**src/design/fetch_config.svh**
```systemverilog
// ------------------------------------------------
// widths and counts shared by the fetch frontend
// a fetch word holds exactly FETCH_SLOTS 32-bit instructions
// ------------------------------------------------
`ifndef FETCH_CONFIG_SVH
`define FETCH_CONFIG_SVH

// virtual address width in bits
`define FETCH_VLEN 32

// instruction slots per fetch word
`define FETCH_SLOTS 2

// fetch word width in bits
`define FETCH_WIDTH 64

`endif

```
**src/design/fetch_pkg.sv**
```systemverilog
// ------------------------------------------------
// types for the fetch frontend
// RV32 encodings only and no compressed instructions
// ------------------------------------------------
`include "fetch_config.svh"

package fetch_pkg;

    // byte offset bits inside one fetch word
    localparam int unsigned OFFSET_W = $clog2(`FETCH_WIDTH / 8);

    // major opcodes that change control flow
    localparam logic [6:0] OPCODE_BRANCH = 7'b1100011;
    localparam logic [6:0] OPCODE_JAL    = 7'b1101111;

    typedef logic [`FETCH_VLEN-1:0] addr_t;

    // ------------------------------------------------
    // instruction word views
    // ------------------------------------------------
    typedef struct packed {
        logic [24:0] rest;
        logic [6:0]  opcode;
    } raw_view_t;

    // imm[12|10:5] rs2 rs1 funct3 imm[4:1|11] opcode
    typedef struct packed {
        logic       imm12;
        logic [5:0] imm10_5;
        logic [4:0] rs2;
        logic [4:0] rs1;
        logic [2:0] funct3;
        logic [3:0] imm4_1;
        logic       imm11;
        logic [6:0] opcode;
    } btype_view_t;

    // imm[20|10:1|11|19:12] rd opcode
    typedef struct packed {
        logic       imm20;
        logic [9:0] imm10_1;
        logic       imm11;
        logic [7:0] imm19_12;
        logic [4:0] rd;
        logic [6:0] opcode;
    } jtype_view_t;

    typedef union packed {
        raw_view_t   raw;
        btype_view_t btype;
        jtype_view_t jtype;
    } instr_word_u;

    typedef enum logic [1:0] {
        CF_NONE,
        CF_BRANCH,
        CF_JUMP
    } cf_kind_e;

    // ------------------------------------------------
    // port bundles
    // ------------------------------------------------
    typedef struct packed {
        logic        valid;
        addr_t       addr;
        instr_word_u instr;
    } slot_t;

    typedef struct packed {
        cf_kind_e           kind;
        logic signed [31:0] imm;
    } scan_t;

    typedef struct packed {
        logic  valid;
        addr_t addr;
    } fetch_req_t;

    typedef struct packed {
        logic                    valid;
        addr_t                   addr;
        logic [`FETCH_WIDTH-1:0] data;
    } fetch_rsp_t;

    // trap and resolve share this shape
    typedef struct packed {
        logic  valid;
        addr_t target;
    } redirect_t;

    typedef struct packed {
        addr_t       addr;
        instr_word_u instr;
        logic        taken;
        addr_t       target;
    } issue_entry_t;

    typedef struct packed {
        logic [`FETCH_SLOTS-1:0]         valid;
        issue_entry_t [`FETCH_SLOTS-1:0] entry;
    } issue_t;

endpackage

```
**src/design/fetch_align.sv**
```systemverilog
// ------------------------------------------------
// holds one accepted fetch word for a single cycle
// assumes a 4-byte aligned PC and one outstanding fetch
// ------------------------------------------------
`timescale 1ns/1ns
`include "fetch_config.svh"

module fetch_align (
    input  logic                                clk_i,
    input  logic                                rst_ni,
    input  fetch_pkg::fetch_rsp_t               fetch_rsp_i,
    input  fetch_pkg::addr_t                    pc_i,
    input  logic                                flush_i,
    output fetch_pkg::slot_t [`FETCH_SLOTS-1:0] slots_o
);
    import fetch_pkg::*;

    logic                    accept;
    addr_t                   rsp_base;
    logic [`FETCH_SLOTS-1:0] slot_hit;
    logic [`FETCH_SLOTS-1:0] valid_q;
    addr_t                   base_q;
    logic [`FETCH_WIDTH-1:0] data_q;

    // ------------------------------------------------
    // response acceptance
    // ------------------------------------------------
    // only the answer to the current PC counts
    // anything else belongs to a fetch that a redirect abandoned
    assign accept   = fetch_rsp_i.valid && (fetch_rsp_i.addr == pc_i);
    assign rsp_base = {fetch_rsp_i.addr[`FETCH_VLEN-1:OFFSET_W], {OFFSET_W{1'b0}}};

    // slots below the PC are skipped
    // e.g. slot 0 after a jump into the upper half of the word
    always_comb begin
        for (int i = 0; i < `FETCH_SLOTS; i++) begin
            slot_hit[i] = (rsp_base + addr_t'(4 * i)) >= pc_i;
        end
    end

    // valid bits live for one cycle
    // a redirect in the response cycle kills the word
    always_ff @(posedge clk_i or negedge rst_ni) begin
        if (!rst_ni) begin
            valid_q <= '0;
        end else begin
            valid_q <= (accept && !flush_i) ? slot_hit : '0;
        end
    end

    always_ff @(posedge clk_i) begin
        if (accept) begin
            base_q <= rsp_base;
            data_q <= fetch_rsp_i.data;
        end
    end

    // ------------------------------------------------
    // slot split
    // ------------------------------------------------
    // lowest address sits in the low word
    always_comb begin
        for (int i = 0; i < `FETCH_SLOTS; i++) begin
            slots_o[i].valid = valid_q[i];
            slots_o[i].addr  = base_q + addr_t'(4 * i);
            slots_o[i].instr = data_q[32*i +: 32];
        end
    end

    // steer waits for the slots before it asks again
    // so two accepted words never come back to back
    a_single_accept: assert property (
        @(posedge clk_i) disable iff (!rst_ni)
        accept |-> (valid_q == '0)
    );

endmodule

```
**src/design/cf_scan.sv**
```systemverilog
// ------------------------------------------------
// static control flow scan of one RV32 slot
// JALR and returns are reported as plain instructions
// ------------------------------------------------
`timescale 1ns/1ns

module cf_scan (
    input  fetch_pkg::slot_t slot_i,
    output fetch_pkg::scan_t scan_o
);
    import fetch_pkg::*;

    instr_word_u        word;
    logic signed [31:0] b_imm;
    logic signed [31:0] j_imm;

    assign word = slot_i.instr;

    // ------------------------------------------------
    // immediates
    // ------------------------------------------------
    // both views read the same word
    // only the opcode decides which one is kept
    // B-type offset is 13 bits with bit 0 forced low
    assign b_imm = {{19{word.btype.imm12}},
                    word.btype.imm12,
                    word.btype.imm11,
                    word.btype.imm10_5,
                    word.btype.imm4_1,
                    1'b0};

    // J-type offset is 21 bits with bit 0 forced low
    assign j_imm = {{11{word.jtype.imm20}},
                    word.jtype.imm20,
                    word.jtype.imm19_12,
                    word.jtype.imm11,
                    word.jtype.imm10_1,
                    1'b0};

    // ------------------------------------------------
    // classification
    // ------------------------------------------------
    always_comb begin
        scan_o.kind = CF_NONE;
        scan_o.imm  = '0;
        // empty slots never predict
        if (slot_i.valid) begin
            case (word.raw.opcode)
                OPCODE_BRANCH: begin
                    scan_o.kind = CF_BRANCH;
                    scan_o.imm  = b_imm;
                end
                OPCODE_JAL: begin
                    scan_o.kind = CF_JUMP;
                    scan_o.imm  = j_imm;
                end
                default: begin
                    scan_o.kind = CF_NONE;
                end
            endcase
        end
    end

endmodule

```
**src/design/fetch_steer.sv**
```systemverilog
// ------------------------------------------------
// static prediction, issue bundle and PC generation
// no back-pressure so every bundle must be taken by the back-end
// ------------------------------------------------
`timescale 1ns/1ns
`include "fetch_config.svh"

module fetch_steer (
    input  logic                                clk_i,
    input  logic                                rst_ni,
    input  fetch_pkg::addr_t                    boot_addr_i,
    input  fetch_pkg::redirect_t                trap_i,
    input  fetch_pkg::redirect_t                resolve_i,
    input  fetch_pkg::slot_t [`FETCH_SLOTS-1:0] slots_i,
    input  fetch_pkg::scan_t [`FETCH_SLOTS-1:0] scan_i,
    output fetch_pkg::addr_t                    pc_o,
    output logic                                flush_o,
    output fetch_pkg::fetch_req_t               fetch_req_o,
    output fetch_pkg::issue_t                   issue_o
);
    import fetch_pkg::*;

    addr_t                      pc_q;
    addr_t                      pc_d;
    addr_t                      seq_pc;
    logic                       rst_load_q;
    logic                       req_q;
    logic                       req_d;
    logic                       pending_q;
    logic                       pending_d;
    logic                       redirect;
    logic                       arrive;
    logic [`FETCH_SLOTS-1:0]    slot_valid;
    logic [`FETCH_SLOTS-1:0]    slot_taken;
    logic [`FETCH_SLOTS-1:0]    taken_vec;
    addr_t [`FETCH_SLOTS-1:0]   slot_target;
    logic                       pred_valid;
    addr_t                      pred_target;

    assign redirect = trap_i.valid || resolve_i.valid;
    assign flush_o  = redirect;
    assign pc_o     = pc_q;

    // ------------------------------------------------
    // per slot prediction
    // ------------------------------------------------
    // jal always taken, backward branch taken
    // invalid slots already scan as CF_NONE
    always_comb begin
        for (int i = 0; i < `FETCH_SLOTS; i++) begin
            slot_valid[i]  = slots_i[i].valid;
            slot_target[i] = slots_i[i].addr + addr_t'(scan_i[i].imm);
            slot_taken[i]  = (scan_i[i].kind == CF_JUMP) ||
                             ((scan_i[i].kind == CF_BRANCH) && scan_i[i].imm[31]);
        end
    end

    // ------------------------------------------------
    // issue bundle
    // ------------------------------------------------
    always_comb begin
        logic seen;
        seen        = 1'b0;
        taken_vec   = '0;
        pred_valid  = 1'b0;
        pred_target = '0;
        issue_o     = '0;
        // lowest taken slot wins and everything after it is dropped
        for (int i = 0; i < `FETCH_SLOTS; i++) begin
            issue_o.valid[i]       = slot_valid[i] && !seen && !redirect;
            issue_o.entry[i].addr  = slots_i[i].addr;
            issue_o.entry[i].instr = slots_i[i].instr;
            if (!seen && slot_taken[i]) begin
                taken_vec[i] = 1'b1;
                seen         = 1'b1;
                pred_valid   = 1'b1;
                pred_target  = slot_target[i];
            end
            issue_o.entry[i].taken = taken_vec[i];
            // untaken entries point at their fall-through
            issue_o.entry[i].target = taken_vec[i] ? slot_target[i]
                                                   : slots_i[i].addr + addr_t'(4);
        end
    end

    // ------------------------------------------------
    // next PC and request control
    // ------------------------------------------------
    assign seq_pc = {pc_q[`FETCH_VLEN-1:OFFSET_W], {OFFSET_W{1'b0}}}
                  + addr_t'(`FETCH_WIDTH / 8);

    // slots only count while a fetch is in flight
    assign arrive = pending_q && (|slot_valid);

    // trap over resolve over prediction over sequential
    always_comb begin
        pc_d = pc_q;
        if (rst_load_q) begin
            pc_d = boot_addr_i;
        end else if (trap_i.valid) begin
            pc_d = trap_i.target;
        end else if (resolve_i.valid) begin
            pc_d = resolve_i.target;
        end else if (arrive) begin
            pc_d = pred_valid ? pred_target : seq_pc;
        end
    end

    // request goes out one cycle after the PC settles
    assign req_d     = rst_load_q || redirect || arrive;
    assign pending_d = req_q || (pending_q && !arrive);

    always_ff @(posedge clk_i or negedge rst_ni) begin
        if (!rst_ni) begin
            rst_load_q <= 1'b1;
            pc_q       <= '0;
            req_q      <= 1'b0;
            pending_q  <= 1'b0;
        end else begin
            rst_load_q <= 1'b0;
            pc_q       <= pc_d;
            req_q      <= req_d;
            pending_q  <= pending_d;
        end
    end

    assign fetch_req_o.valid = req_q;
    assign fetch_req_o.addr  = pc_q;

    // a redirect also kills the word that answers in its own cycle
    // which only holds if align drops it on flush
    a_no_issue_on_redirect: assert property (
        @(posedge clk_i) disable iff (!rst_ni)
        (redirect || $past(redirect)) |-> (issue_o.valid == '0)
    );

    // only one slot predicts and it always holds an instruction
    // which relies on scan reporting empty slots as CF_NONE
    a_one_taken: assert property (
        @(posedge clk_i) disable iff (!rst_ni)
        $onehot0(taken_vec) && ((taken_vec & ~slot_valid) == '0)
    );

endmodule

```
**src/design/fetch_frontend.sv**
```systemverilog
// ------------------------------------------------
// fetch frontend top with one fetch in flight
// memory must answer every request exactly once
// ------------------------------------------------
`timescale 1ns/1ns
`include "fetch_config.svh"

module fetch_frontend (
    input  logic                  clk_i,
    input  logic                  rst_ni,
    input  fetch_pkg::addr_t      boot_addr_i,
    // instruction memory
    output fetch_pkg::fetch_req_t fetch_req_o,
    input  fetch_pkg::fetch_rsp_t fetch_rsp_i,
    // redirects from the back-end
    input  fetch_pkg::redirect_t  trap_i,
    input  fetch_pkg::redirect_t  resolve_i,
    // to the back-end
    output fetch_pkg::issue_t     issue_o
);
    import fetch_pkg::*;

    addr_t                    pc;
    logic                     flush;
    slot_t [`FETCH_SLOTS-1:0] slots;
    scan_t [`FETCH_SLOTS-1:0] scans;

    // ------------------------------------------------
    // response register and slot split
    // ------------------------------------------------
    fetch_align i_fetch_align (
        .clk_i       ( clk_i       ),
        .rst_ni      ( rst_ni      ),
        .fetch_rsp_i ( fetch_rsp_i ),
        .pc_i        ( pc          ),
        .flush_i     ( flush       ),
        .slots_o     ( slots       )
    );

    // one scanner per slot
    for (genvar i = 0; i < `FETCH_SLOTS; i++) begin : gen_scan
        cf_scan i_cf_scan (
            .slot_i ( slots[i] ),
            .scan_o ( scans[i] )
        );
    end

    // ------------------------------------------------
    // prediction, issue and PC
    // ------------------------------------------------
    fetch_steer i_fetch_steer (
        .clk_i       ( clk_i       ),
        .rst_ni      ( rst_ni      ),
        .boot_addr_i ( boot_addr_i ),
        .trap_i      ( trap_i      ),
        .resolve_i   ( resolve_i   ),
        .slots_i     ( slots       ),
        .scan_i      ( scans       ),
        .pc_o        ( pc          ),
        .flush_o     ( flush       ),
        .fetch_req_o ( fetch_req_o ),
        .issue_o     ( issue_o     )
    );

endmodule

```
**config.mk**
```make
export PLATFORM = sky130hd
export DESIGN_NAME = fetch_frontend
export DESIGN_NICKNAME = d
export VERILOG_FILES = /design/src/design/fetch_pkg.sv /design/src/design/fetch_align.sv /design/src/design/cf_scan.sv /design/src/design/fetch_steer.sv /design/src/design/fetch_frontend.sv
export VERILOG_INCLUDE_DIRS = /design/src /design/src/design
export SDC_FILE = /design/constraint.sdc
export NUM_CORES = 1
export LEC_CHECK = 0
export BUFFER_PORTS_ARGS = -buffer_cell sky130_fd_sc_hd__buf_2
export CAP_MARGIN = 20
export CORE_MARGIN = 10
export CORE_UTILIZATION = 30
export CTS_BUF_LIST = sky130_fd_sc_hd__clkbuf_16
export CTS_CLUSTER_SIZE = 28
export DETAILED_ROUTE_END_ITERATION = 10
export HOLD_SLACK_MARGIN = 0.06
export PLACE_DENSITY = 0.57
export SETUP_SLACK_MARGIN = 0.15
export SYNTH_ARGS = -nofsm -noshare
export SYNTH_HDL_FRONTEND = slang
export SYNTH_SLANG_ARGS = --single-unit
export TNS_END_PERCENT = 10
```
**constraint.sdc**
```tcl
create_clock -name clk_i -period 6.9 [get_ports clk_i]
set_input_delay 1.38 -clock clk_i [delete_from_list [all_inputs] [get_ports clk_i]]
set_output_delay 1.38 -clock clk_i [all_outputs]
set_load 0.05 [all_outputs]
```
==> results_dict.tcl <==
set metrics [dict create \
    synth.avg_cell_area_um2 8.31 \
    synth.top_cell.area_share 0.229 \
    core_area_um2 39900 \
    yosys_most_used_dff "edfxtp_1" \
    synthDistinctLibCells 85 \
    yosysTopAreaCell "edfxtp_1" \
    grt_overflow 0 \
    vias_per_cell 5.32 \
    design_area_um2 14500 \
    cts_root_buf "clkbuf_16" \
    synth_seq_cells 130 \
    firstDrtPassIters 8 \
    path_clk_slew_ns 0.06 \
    dieWidth_um 222 \
    rsz0062_at_grt "no" \
    hold_depth 1 \
    status "completed" \
    totalWireLength_mm 55.3 \
    setup_viol 0 \
    n_antenna_cell 0 \
    die_y_um 222 \
    syn_inst 1467 \
    htreeDepth 4 \
    path_max_fanout 12 \
    p_per_area_nw_per_um2 152 \
    synth_common_cells "157 x nand2_1, 132 x nor2_1, 131 x buf_4" \
    max_slew_margin 0.321 \
    dpl.hpwl_mm 45.4 \
    finalCritPeriodShare 0.905 \
    hold_violations 0 \
    drc 0 \
    yosysMostFrequentCell "nand2_1" \
    worstSetupEndpointType "primary output" \
    hold_start "i_fetch_steer.pending_q" \
    cap_violations 0 \
    yosysWarnings 0 \
    timing.hold.worst.class "reg2reg" \
    fin_skew_ns 0.0114 \
    cts_made_buffers 17 \
    cts.hold.buffers_added 0 \
    r2r_cells 14 \
    final_cells 2281 \
    place.gp.congestion 0.913 \
    worstSetupPathType "reg2out" \
    tightest_slew_ns 1.02 \
    grt_pass1_vias 12300 \
    postRouteAntennaNets 0 \
    worst_ep_required_time_ns 5.52 \
    drt_iter0_markers 868 \
    ys_seq_area_frac 0.305 \
    placed_area_um2 13900 \
    io_pins 426 \
    routedWlPerCell_um 24.3 \
    netlist_top_cells_area "edfxtp_1 23%, ha_1 8.9%, buf_4 8.1%" \
    dr_total_vias 12100 \
    fill_cells 4251 \
    syn_to_final_growth_pct 18.8 \
    grt_max_degree 77 \
    cts_setup_buffers 0 \
    fin_tns_setup_ns 0 \
    ir_worst_vdd_mv 0.176 \
    fin_crit_ns 6.25 \
    async_flop_share 0.285 \
    placed_cells 2248 \
    drive_gt1_frac 0.278 \
    worst_ep_arrival_time_ns 4.87 \
    netlist_area_um2 12200 \
    cts.sinks 130 \
    antenna_found_initial 6 \
    r2r-end "i_fetch_steer.pc_o[24]" \
    insertion_delay_ns 0.46 \
    p_leak_uw 0.00647 \
    clockBufferDepth 2 \
    cts_tree "yes" \
    reg2reg_from "i_fetch_align.data_q[2]" \
    grt_pass1_wl_mm 80.4 \
    synth-edff-count 93 \
    final_max_slew_viol_count 0 \
    fp.dieArea_um2 49100 \
    reg2reg_slack_ns 2.52 \
    rows 73 \
    start_util 0.305 \
    max_freq_ghz 0.160 \
    hold_end "i_fetch_steer.pending_q" \
    grtUsageTotal 0.215 \
    final_nets 2029 \
    portBuffers 417 \
    utilization 0.363 \
    critPathLaunchType "flip-flop" \
]
[worst max-delay path by stage]
stage | start | end | cells after the start
finish | i_fetch_align.data_q[36] | issue_o[127] | 15
global route | i_fetch_align.data_q[36] | issue_o[127] | 15
CTS | i_fetch_align.data_q[36] | issue_o[127] | 15
detailed placement | i_fetch_align.data_q[36] | issue_o[127] | 15
global placement | i_fetch_align.data_q[36] | issue_o[127] | 15
floorplan | fetch_rsp_i[91] | i_fetch_align.base_q[10] | 6
[what timing repair did]
action,4_1_cts,5_1_grt
endpoints found under the setup margin,0,2
hold endpoints to repair,0,0
resized for setup,0,1
[cell families after synthesis]
family                   after synthesis  share of synthesized area
AO/OA/AOI/OAI                        415                      0.223
XOR/XNOR                             103                     0.0740
adder cells (fa/ha/maj)               89                     0.0926
buffers and inverters                235                      0.113
flip-flops                           130                      0.305
multiplexers                           2                    0.00164
other                                  2                   0.000616
AND/OR/NAND/NOR                      491                      0.190
[flip-flops by register name, summed over array words and instances, names as in the netlist]
signal                    count
i_fetch_align.valid_q         2
i_fetch_align.data_q         64
i_fetch_steer.pending_q       1
i_fetch_steer.req_q           1
i_fetch_steer.pc_o           32
i_fetch_steer.rst_load_q      1
i_fetch_align.base_q         29
[placed cells by master (no fill, tap or decap), drive strengths merged, types with 36 or more instances in the layout]
cell,instances
ha,87
nand3,45
xnor2,69
nand2,158
a21o,37
a21oi,111
o21ai,91
nor2,132
buf,434
inv,56
dfrtp,36
edfxtp,93
[final cells by class]
class	count	area (µm²)	share of cell area
Inverter	51	191	0.0132
Tap cell	525	657	0.0454
Clock buffer	17	425	0.0294
Timing Repair Buffer	434	2230	0.154
Sequential cell	130	3720	0.257
Multi-Input combinational cell	1109	7120	0.492
Clock inverter	15	131	0.00907
[routing by layer]
| metal | track usage | up-vias | wire [µm] |
|---|---|---|---|
| met4 | 0.0612 | 12 | 1200 |
| met2 | 0.376 | 496 | 27600 |
| li1 | - | 5751 | - |
| met1 | 0.248 | 5815 | 22200 |
| met3 | 0.0642 | 63 | 4330 |
| met5 | 0 | - | 80 |
[power breakdown]
part | leakage, µW | total [µW] | switching [µW] | internal (µW)
registers | 0.00126 | 894 | 34.8 | 860
logic | 0.00494 | 391 | 253 | 138
clock network | 0.000273 | 910 | 411 | 499
total | 0.00647 | 2200 | 700 | 1500
[critical path: stages, from the launching register on]
cell      delay [ns]
edfxtp_1        0.37
nand3b_1        0.33
or2_2           0.44
a21oi_2         0.25
and2_2          0.41
ha_1            0.43
a211oi_1        0.28
nor2_1          0.10
o41ai_1         0.48
nand3_1         0.15
a21boi_1        0.19
a41oi_1         0.28
xnor2_1         0.14
nor2_1          0.07
a21oi_1         0.20
buf_2           0.30
[through the flow]
step / hold WS (ns) / setup slack [ns] / power, µW
2_1_floorplan: 0.429 / 0.355 / 1140
3_3_place_gp: 0.455 / 0.992 / 1290
3_5_place_dp: 0.464 / 0.838 / 1300
4_1_cts: 0.478 / 0.347 / 2210
5_1_grt: 0.504 / 0.175 / 2280
6_report: 0.475 / 0.654 / 2200
Power figures use the tool's default switching activity.
